[src/design/gat_dbg_pkg.sv]
`default_nettype none

package gat_dbg_pkg;

  // sequencer state, also exported as the layer phase
  typedef enum logic [2:0] {
    IDLE = 3'd0,
    SPMM = 3'd1,
    DMVM = 3'd2,
    SM   = 3'd3,
    AGGR = 3'd4,
    DONE = 3'd5
  } phase_e;

  // processing element output width
  localparam int SPPE_W = 12;

  // default number of processing elements
  localparam int NUM_PE = 16;

  // weight memory address width
  localparam int WH_ADDR_W = 14;

  // phase cycle counter width
  localparam int CNT_W = 16;

  // one sticky flag per engine strobe
  localparam int FLAG_W = 8;

  // default module parameter values
  localparam int DEF_PHASE_LIMIT  = 200;
  localparam int DEF_PROBE_PE     = 2;
  localparam int DEF_PROBE_ADDR_A = 10;
  localparam int DEF_PROBE_ADDR_B = 20;

endpackage

`default_nettype wire

[src/design/phase_if.sv]
`timescale 1ns/1ps
`default_nettype none

interface phase_if;
  import gat_dbg_pkg::*;

  // engine start pulses
  logic spmm_vld;
  logic dmvm_vld;
  logic sm_vld;
  logic aggr_vld;

  // engine completion pulses
  logic spmm_rdy;
  logic dmvm_rdy;
  logic sm_rdy;
  logic aggr_rdy;

  phase_e phase;

  modport seq_mp (
    output spmm_vld, dmvm_vld, sm_vld, aggr_vld, phase,
    input  spmm_rdy, dmvm_rdy, sm_rdy, aggr_rdy
  );

  modport tmr_mp (
    input phase, spmm_rdy, dmvm_rdy, sm_rdy, aggr_rdy
  );

  modport prb_mp (
    input spmm_vld, dmvm_vld, sm_vld, aggr_vld, phase,
    input spmm_rdy, dmvm_rdy, sm_rdy, aggr_rdy
  );

endinterface

`default_nettype wire

[src/design/layer_seq.sv]
`timescale 1ns/1ps
`default_nettype none

module layer_seq (
  input  logic      clk,
  input  logic      rst_n,
  input  logic      start_i,
  input  logic      timeout_i,
  output logic      phase_start_o,
  output logic      busy_o,
  output logic      done_o,
  output logic      error_o,
  phase_if.seq_mp   pif
);
  import gat_dbg_pkg::*;

  phase_e state_q;
  phase_e state_d;
  logic   entry_q;
  logic   entry_d;
  logic   error_q;
  logic   error_d;

  always_comb begin
    state_d = state_q;
    entry_d = 1'b0;
    error_d = error_q;
    unique case (state_q)
      IDLE: begin
        if (start_i) begin
          state_d = SPMM;
          entry_d = 1'b1;
          error_d = 1'b0;
        end
      end
      SPMM, DMVM, SM, AGGR: begin
        if (timeout_i) begin
          // hung engine abandons the layer
          state_d = IDLE;
          error_d = 1'b1;
        end else if (state_q == SPMM && pif.spmm_rdy) begin
          state_d = DMVM;
          entry_d = 1'b1;
        end else if (state_q == DMVM && pif.dmvm_rdy) begin
          state_d = SM;
          entry_d = 1'b1;
        end else if (state_q == SM && pif.sm_rdy) begin
          state_d = AGGR;
          entry_d = 1'b1;
        end else if (state_q == AGGR && pif.aggr_rdy) begin
          state_d = DONE;
        end
      end
      DONE:    state_d = IDLE;
      default: state_d = IDLE;
    endcase
  end

  always_ff @(posedge clk or negedge rst_n) begin
    if (!rst_n) begin
      state_q <= IDLE;
      entry_q <= 1'b0;
      error_q <= 1'b0;
    end else begin
      state_q <= state_d;
      entry_q <= entry_d;
      error_q <= error_d;
    end
  end

  // valid is high only on the first cycle of each engine phase
  assign pif.spmm_vld = entry_q && (state_q == SPMM);
  assign pif.dmvm_vld = entry_q && (state_q == DMVM);
  assign pif.sm_vld   = entry_q && (state_q == SM);
  assign pif.aggr_vld = entry_q && (state_q == AGGR);
  assign pif.phase    = state_q;

  assign phase_start_o = entry_q;
  assign busy_o        = (state_q != IDLE) && (state_q != DONE);
  assign done_o        = (state_q == DONE);
  assign error_o       = error_q;

  a_one_valid: assert property (@(posedge clk) disable iff (!rst_n)
    $onehot0({pif.spmm_vld, pif.dmvm_vld, pif.sm_vld, pif.aggr_vld}))
    else $error("more than one engine valid");

endmodule

`default_nettype wire

[src/design/phase_timer.sv]
`timescale 1ns/1ps
`default_nettype none

module phase_timer #(
  parameter int PHASE_LIMIT = gat_dbg_pkg::DEF_PHASE_LIMIT
) (
  input  logic                          clk,
  input  logic                          rst_n,
  input  logic                          phase_start_i,
  phase_if.tmr_mp                       pif,
  output logic                          timeout_o,
  output logic [gat_dbg_pkg::CNT_W-1:0] longest_o
);
  import gat_dbg_pkg::*;

  localparam logic [CNT_W-1:0] LIMIT = CNT_W'(PHASE_LIMIT);

  logic [CNT_W-1:0] cnt_q;
  logic [CNT_W-1:0] cur_cnt;
  logic [CNT_W-1:0] longest_q;
  logic [CNT_W-1:0] base_longest;
  logic             running;
  logic             rdy_match;

  always_comb begin
    unique case (pif.phase)
      SPMM:    rdy_match = pif.spmm_rdy;
      DMVM:    rdy_match = pif.dmvm_rdy;
      SM:      rdy_match = pif.sm_rdy;
      AGGR:    rdy_match = pif.aggr_rdy;
      default: rdy_match = 1'b0;
    endcase
  end

  assign running = (pif.phase == SPMM) || (pif.phase == DMVM) ||
                   (pif.phase == SM) || (pif.phase == AGGR);

  // count is zero in the valid cycle, so a same-cycle ready measures 0
  assign cur_cnt = phase_start_i ? '0 : cnt_q;

  // record restarts with each new layer
  assign base_longest = (phase_start_i && pif.phase == SPMM) ? '0 : longest_q;

  assign timeout_o = running && !rdy_match && (cur_cnt == LIMIT);
  assign longest_o = longest_q;

  always_ff @(posedge clk or negedge rst_n) begin
    if (!rst_n) begin
      cnt_q     <= '0;
      longest_q <= '0;
    end else begin
      if (running) begin
        cnt_q <= (cur_cnt < LIMIT) ? cur_cnt + 1'b1 : cur_cnt;
      end
      if (running && rdy_match) begin
        longest_q <= (cur_cnt > base_longest) ? cur_cnt : base_longest;
      end else begin
        longest_q <= base_longest;
      end
    end
  end

  a_cnt_bound: assert property (@(posedge clk) disable iff (!rst_n)
    cnt_q <= LIMIT)
    else $error("phase count past limit");

  a_abort: assert property (@(posedge clk) disable iff (!rst_n)
    timeout_o |=> pif.phase == IDLE)
    else $error("sequencer ignored timeout");

endmodule

`default_nettype wire

[src/design/debug_probe.sv]
`timescale 1ns/1ps
`default_nettype none

module debug_probe #(
  parameter int NUM_PE       = gat_dbg_pkg::NUM_PE,
  parameter int PROBE_PE     = gat_dbg_pkg::DEF_PROBE_PE,
  parameter int PROBE_ADDR_A = gat_dbg_pkg::DEF_PROBE_ADDR_A,
  parameter int PROBE_ADDR_B = gat_dbg_pkg::DEF_PROBE_ADDR_B
) (
  input  logic                                          clk,
  input  logic                                          rst_n,
  input  logic                                          clear_i,
  phase_if.prb_mp                                       pif,
  input  logic [NUM_PE-1:0][gat_dbg_pkg::SPPE_W-1:0]    sppe_i,
  input  logic [gat_dbg_pkg::WH_ADDR_W-1:0]             wh_addr_i,
  output logic [gat_dbg_pkg::FLAG_W-1:0]                flags_o,
  output logic [gat_dbg_pkg::SPPE_W-1:0]                cap_a_o,
  output logic [gat_dbg_pkg::SPPE_W-1:0]                cap_b_o
);
  import gat_dbg_pkg::*;

  localparam logic [WH_ADDR_W-1:0] ADDR_A = WH_ADDR_W'(PROBE_ADDR_A);
  localparam logic [WH_ADDR_W-1:0] ADDR_B = WH_ADDR_W'(PROBE_ADDR_B);

  logic [FLAG_W-1:0] strobes;
  logic [FLAG_W-1:0] flags_q;
  logic [FLAG_W-1:0] flags_base;
  logic              layer_clear;
  logic              hit_a;
  logic              hit_b;
  logic [SPPE_W-1:0] cap_a_q;
  logic [SPPE_W-1:0] cap_b_q;

  // bit order follows the engine order, valid above ready
  assign strobes = {pif.spmm_vld, pif.spmm_rdy, pif.dmvm_vld, pif.dmvm_rdy,
                    pif.sm_vld,   pif.sm_rdy,   pif.aggr_vld, pif.aggr_rdy};

  // only the spmm phase start marks a new layer
  assign layer_clear = clear_i && (pif.phase == SPMM);
  assign flags_base  = layer_clear ? '0 : flags_q;

  assign hit_a = pif.spmm_rdy && (wh_addr_i == ADDR_A);
  assign hit_b = pif.spmm_rdy && (wh_addr_i == ADDR_B);

  always_ff @(posedge clk or negedge rst_n) begin
    if (!rst_n) begin
      flags_q <= '0;
    end else begin
      // strobes seen in the clear cycle still set
      flags_q <= flags_base | strobes;
    end
  end

  always_ff @(posedge clk or negedge rst_n) begin
    if (!rst_n) begin
      cap_a_q <= '0;
      cap_b_q <= '0;
    end else begin
      if (hit_a) begin
        cap_a_q <= sppe_i[PROBE_PE];
      end
      if (hit_b) begin
        cap_b_q <= sppe_i[PROBE_PE];
      end
    end
  end

  assign flags_o = flags_q;
  assign cap_a_o = cap_a_q;
  assign cap_b_o = cap_b_q;

  a_pe_range: assert property (@(posedge clk) PROBE_PE < NUM_PE)
    else $error("probe pe index out of range");

endmodule

`default_nettype wire

[src/design/gat_dbg_top.sv]
`timescale 1ns/1ps
`default_nettype none

module gat_dbg_top #(
  parameter int NUM_PE       = gat_dbg_pkg::NUM_PE,
  parameter int PHASE_LIMIT  = gat_dbg_pkg::DEF_PHASE_LIMIT,
  parameter int PROBE_PE     = gat_dbg_pkg::DEF_PROBE_PE,
  parameter int PROBE_ADDR_A = gat_dbg_pkg::DEF_PROBE_ADDR_A,
  parameter int PROBE_ADDR_B = gat_dbg_pkg::DEF_PROBE_ADDR_B
) (
  input  logic                                       clk,
  input  logic                                       rst_n,
  input  logic                                       start_i,
  input  logic                                       spmm_rdy_i,
  input  logic                                       dmvm_rdy_i,
  input  logic                                       sm_rdy_i,
  input  logic                                       aggr_rdy_i,
  input  logic [NUM_PE-1:0][gat_dbg_pkg::SPPE_W-1:0] sppe_i,
  input  logic [gat_dbg_pkg::WH_ADDR_W-1:0]          wh_addr_i,
  output logic                                       spmm_vld_o,
  output logic                                       dmvm_vld_o,
  output logic                                       sm_vld_o,
  output logic                                       aggr_vld_o,
  output gat_dbg_pkg::phase_e                        phase_o,
  output logic                                       busy_o,
  output logic                                       done_o,
  output logic                                       error_o,
  output logic [gat_dbg_pkg::CNT_W-1:0]              longest_o,
  output logic [gat_dbg_pkg::FLAG_W-1:0]             flags_o,
  output logic [gat_dbg_pkg::SPPE_W-1:0]             cap_a_o,
  output logic [gat_dbg_pkg::SPPE_W-1:0]             cap_b_o
);

  logic timeout;
  logic phase_start;

  phase_if u_pif ();

  assign u_pif.spmm_rdy = spmm_rdy_i;
  assign u_pif.dmvm_rdy = dmvm_rdy_i;
  assign u_pif.sm_rdy   = sm_rdy_i;
  assign u_pif.aggr_rdy = aggr_rdy_i;

  assign spmm_vld_o = u_pif.spmm_vld;
  assign dmvm_vld_o = u_pif.dmvm_vld;
  assign sm_vld_o   = u_pif.sm_vld;
  assign aggr_vld_o = u_pif.aggr_vld;
  assign phase_o    = u_pif.phase;

  layer_seq u_layer_seq (
    .clk           (clk),
    .rst_n         (rst_n),
    .start_i       (start_i),
    .timeout_i     (timeout),
    .phase_start_o (phase_start),
    .busy_o        (busy_o),
    .done_o        (done_o),
    .error_o       (error_o),
    .pif           (u_pif.seq_mp)
  );

  phase_timer #(
    .PHASE_LIMIT (PHASE_LIMIT)
  ) u_phase_timer (
    .clk           (clk),
    .rst_n         (rst_n),
    .phase_start_i (phase_start),
    .pif           (u_pif.tmr_mp),
    .timeout_o     (timeout),
    .longest_o     (longest_o)
  );

  // probe qualifies the clear with the spmm phase itself
  debug_probe #(
    .NUM_PE       (NUM_PE),
    .PROBE_PE     (PROBE_PE),
    .PROBE_ADDR_A (PROBE_ADDR_A),
    .PROBE_ADDR_B (PROBE_ADDR_B)
  ) u_debug_probe (
    .clk       (clk),
    .rst_n     (rst_n),
    .clear_i   (phase_start),
    .pif       (u_pif.prb_mp),
    .sppe_i    (sppe_i),
    .wh_addr_i (wh_addr_i),
    .flags_o   (flags_o),
    .cap_a_o   (cap_a_o),
    .cap_b_o   (cap_b_o)
  );

endmodule

`default_nettype wire

[config.mk]
export PLATFORM = sky130hd
export DESIGN_NAME = gat_dbg_top
export DESIGN_NICKNAME = d
export VERILOG_FILES = /design/src/design/gat_dbg_pkg.sv /design/src/design/phase_if.sv /design/src/design/layer_seq.sv /design/src/design/phase_timer.sv /design/src/design/debug_probe.sv /design/src/design/gat_dbg_top.sv
export SDC_FILE = /design/constraint.sdc
export NUM_CORES = 1
export LEC_CHECK = 0
export ABC_AREA = 1
export BUFFER_PORTS_ARGS = -buffer_cell sky130_fd_sc_hd__buf_2
export CORE_ASPECT_RATIO = 0.5
export CORE_MARGIN = 2
export CORE_UTILIZATION = 44
export DETAILED_ROUTE_END_ITERATION = 6
export HOLD_SLACK_MARGIN = 0.06
export PLACE_DENSITY = 0.89
export SLEW_MARGIN = 10
export SYNTH_ARGS = -nofsm -noshare
export SYNTH_HDL_FRONTEND = slang
export SYNTH_SLANG_ARGS = --single-unit
[constraint.sdc]
create_clock -name clk -period 4.6 [get_ports clk]
set_input_delay 0.69 -clock clk [delete_from_list [all_inputs] [get_ports clk]]
set_output_delay 0.69 -clock clk [all_outputs]
set_load 0.02 [all_outputs]
==> flow_summary.json <==
{
  "status": "finished, final reports clean",
  "portBuffers": 90,
  "drtIter0Drc": 252,
  "period_share_pct": 72.0,
  "holdBufCountCts": 0,
  "dieArea_um2": 9060,
  "seq_area_frac_synth_pct": 47.4,
  "path_class": "flip-flop to flip-flop",
  "die_h_um": 68.3,
  "cts.reportedPaths.clkPinSlew_ns": 0.05,
  "clk_path_buf_depth": 2,
  "syn-num-nets": 685,
  "sw_frac_of_total_pct": 41.1,
  "wl_per_cell_um": 12.4,
  "cts_setup_buffers": 0,
  "synth_top_flop_cell": "dfrtp_1",
  "synth_cell_types": 36,
  "r2r-start": "u_layer_seq.pif.phase[1]",
  "vdd_drop_max_mv": 0.219,
  "combPwrFrac_pct": 38.4,
  "vias_per_cell": 4.80,
  "antenna_cells": 0,
  "power_density_nw_per_um2": 499,
  "endpoint": "u_phase_timer.longest_o[8]",
  "power_frac_clock_pct": 27.9,
  "dp_hpwl_um": 5930,
  "rsz0062_at_grt": "no",
  "globalplace.congestion": 0.913,
  "via_count": 3171,
  "yosys.area.top_type": "dfrtp_1",
  "critPathCaptureType": "flip-flop",
  "grt-ovfl-total": 0,
  "finalPower_mw": 2.20,
  "grt_pass1_vias": 2997,
  "io-pin-count": 271,
  "synth_cells": 454,
  "dr.pass1.iters": 4,
  "layout-drive-gt1-share_pct": 22.8,
  "worstMarginPinSlew_ns": 0.976,
  "maxCapViolCount": 0,
  "cp-startpoint": "u_layer_seq.pif.phase[1]",
  "ff2ff_path_depth": 13,
  "r2r_setup_slack_ns": 1.29,
  "htreeDepth": 3,
  "p_switching_uw": 907,
  "track_usage_pct": 19.1,
  "syn_to_final_growth_pct": 21.3,
  "cts-buffers-inserted": 9,
  "synth.most_common_cell": "nand2_1",
  "crit_fanout": 22,
  "final_net_count": 775,
  "ant_nets": 0,
  "hold_ws_ns": 0.467,
  "setup_viol": 0,
  "grt_max_degree": 45,
  "p_leak_nw": 2.61,
  "synth_area_um2": 3640,
  "relSlewSlack_pct": 34.9,
  "start_kind": "flip-flop",
  "rows": 23,
  "crit_arrival_ns": 3.53,
  "synth_warnings": 0,
  "power.share.sequential_pct": 33.7,
  "setup_tns_ns": 0,
  "drt_wl_total_um": 8160,
  "max_freq_mhz": 302,
  "tritoncts": "built",
  "synth.avg_cell_area_um2": 8.02,
  "finalHoldViolCount": 0,
  "coreArea_um2": 8030,
  "grt_pass1_wl_um": 13300,
  "initial_core_util_pct": 45.3,
  "drc": 0,
  "period_needed_ns": 3.31,
  "synthArstFlopShare_pct": 100,
  "synth_area_leaders": "dfrtp_1, nand2_1, inv_1",
  "internal_power_mw": 1.30,
  "rr_endpoint": "u_phase_timer.longest_o[8]",
  "ys_ff_latch": 69,
  "numClockSinks": 69,
  "synth_top_area_share_pct": 47.4,
  "cts_root_buffer": "clkbuf_16",
  "antenna_found_initial": 0,
  "die_x_um": 133,
  "synthTopCellsByCount": "nand2_1, dfrtp_1, inv_1",
  "clock_skew_ns": 0.00543,
  "hold_class": "flip-flop to flip-flop",
  "worstSkewPairLatency_ns": 0.33,
  "cp.required_ns": 4.82,
  "synth_edf_count": 0,
  "ctsResizeCount": 0,
  "slew_viol_final": 0
}
state kept, by name, indices dropped and copies added (netlist names):
register / cells
u_phase_timer.cnt_q: 16
u_debug_probe.cap_a_o: 12
u_debug_probe.cap_b_o: 12
u_layer_seq.phase_start_o: 1
u_phase_timer.longest_o: 16
u_debug_probe.flags_o: 8
u_layer_seq.pif.phase: 3
u_layer_seq.error_o: 1
power by group through the flow:
stage | clock, mW | sequential (mW) | combinational, mW
floorplan | 0 | 0.792 | 0.640
global placement | 0 | 0.747 | 0.823
detailed placement | 0 | 0.752 | 0.844
CTS | 0.631 | 0.742 | 0.849
global route | 0.665 | 0.754 | 0.938
finish | 0.615 | 0.743 | 0.847
per-stage QoR:
| step | cells | utilization (%) | setup slack (ns) | cell area (um^2) |
|---|---|---|---|---|
| global route | 660 | 55.0 | 0.932 | 4420 |
| detailed placement | 645 | 51.8 | 1.30 | 4160 |
| floorplan | 454 | - | 2.10 | 3640 |
| CTS | 660 | 55.0 | 1.28 | 4420 |
| finish | 660 | 55.0 | 1.29 | 4420 |
| global placement | 645 | 51.8 | 1.35 | 4160 |
worst min-delay path by stage:
stage                     depth (start not counted)  slack, ns                startpoint                  endpoint
after detailed placement                          2       0.46  u_debug_probe.flags_o[2]  u_debug_probe.flags_o[2]
final                                             2       0.47  u_debug_probe.flags_o[2]  u_debug_probe.flags_o[2]
after CTS                                         2       0.47  u_debug_probe.flags_o[2]  u_debug_probe.flags_o[2]
after global routing                              1       0.48  u_debug_probe.flags_o[0]  u_debug_probe.flags_o[0]
after floorplan                                   0       0.39                     rst_n  u_debug_probe.cap_a_o[0]
after global placement                            1       0.45  u_debug_probe.flags_o[7]  u_debug_probe.flags_o[7]
cells by family (layout without fill, tap and decap cells):
logic type,count (synthesis),in the layout,share of synthesized area [%]
buffers and inverters,84,178,9.69
DFF,69,69,47.4
xor gates and xnor gates,6,6,1.44
AOI/OAI and AO/OA,50,50,7.66
and+or+nand+nor,227,227,27.6
adders and majority gates,18,18,6.19
worst max-delay path: stages, from the launching register on:
cell	delay [ns]
dfrtp_1	0.55
clkinv_1	0.18
nand3_1	0.16
nor2_4	0.05
inv_1	0.56
nand2_1	0.19
ha_1	0.37
nand4_1	0.14
nor3_2	0.26
nand2_1	0.11
nand2_2	0.27
nand2_4	0.20
nand2_1	0.10
nand2_1	0.05
layout make-up:
| cell class | count | area (um^2) |
|---|---|---|
| Fill cell | 716 | 3610 |
| Sequential cell | 69 | 1730 |
| Clock buffer | 13 | 250 |
| Inverter | 72 | 270 |
| Multi-Input combinational cell | 301 | 1560 |
| Tap cell | 112 | 140 |
| Timing Repair Buffer | 91 | 458 |
| Clock inverter | 2 | 10.0 |
layer usage:
layer	part of all wire, %	vias up	global-route usage [%]
met4	1.6	0	9.41
met1	43	1480	22.5
met5	0	-	0
met2	49	82	32.6
met3	5.9	12	6.15
li1	-	1597	-
cell usage in the layout (no fill, tap or decap), types with 2 or more instances in the layout:
| cell | synthesis | routed |
|---|---|---|
| xor2_1 | 4 | 4 |
| nand4_1 | 5 | 5 |
| nand2_4 | 2 | 2 |
| a21o_1 | 2 | 2 |
| o21ai_1 | 9 | 9 |
| a21oi_1 | 8 | 8 |
| nor3_2 | 2 | 2 |
| nor2_2 | 4 | 4 |
| buf_2 | 3 | 90 |
| nor2_1 | 31 | 31 |
| o21ai_0 | 27 | 27 |
| inv_1 | 68 | 68 |
| or2_2 | 2 | 2 |
| dfrtp_1 | 69 | 69 |
| clkbuf_16 | 0 | 9 |
| clkbuf_1 | 4 | 3 |
| clkinv_2 | 0 | 2 |
| nand3_1 | 24 | 24 |
| ha_1 | 18 | 18 |
| nand2_2 | 3 | 3 |
| xnor2_1 | 2 | 2 |
| nor3_1 | 5 | 5 |
| nand2_1 | 142 | 142 |
| inv_2 | 3 | 3 |
(Power assumes the default switching activity.)
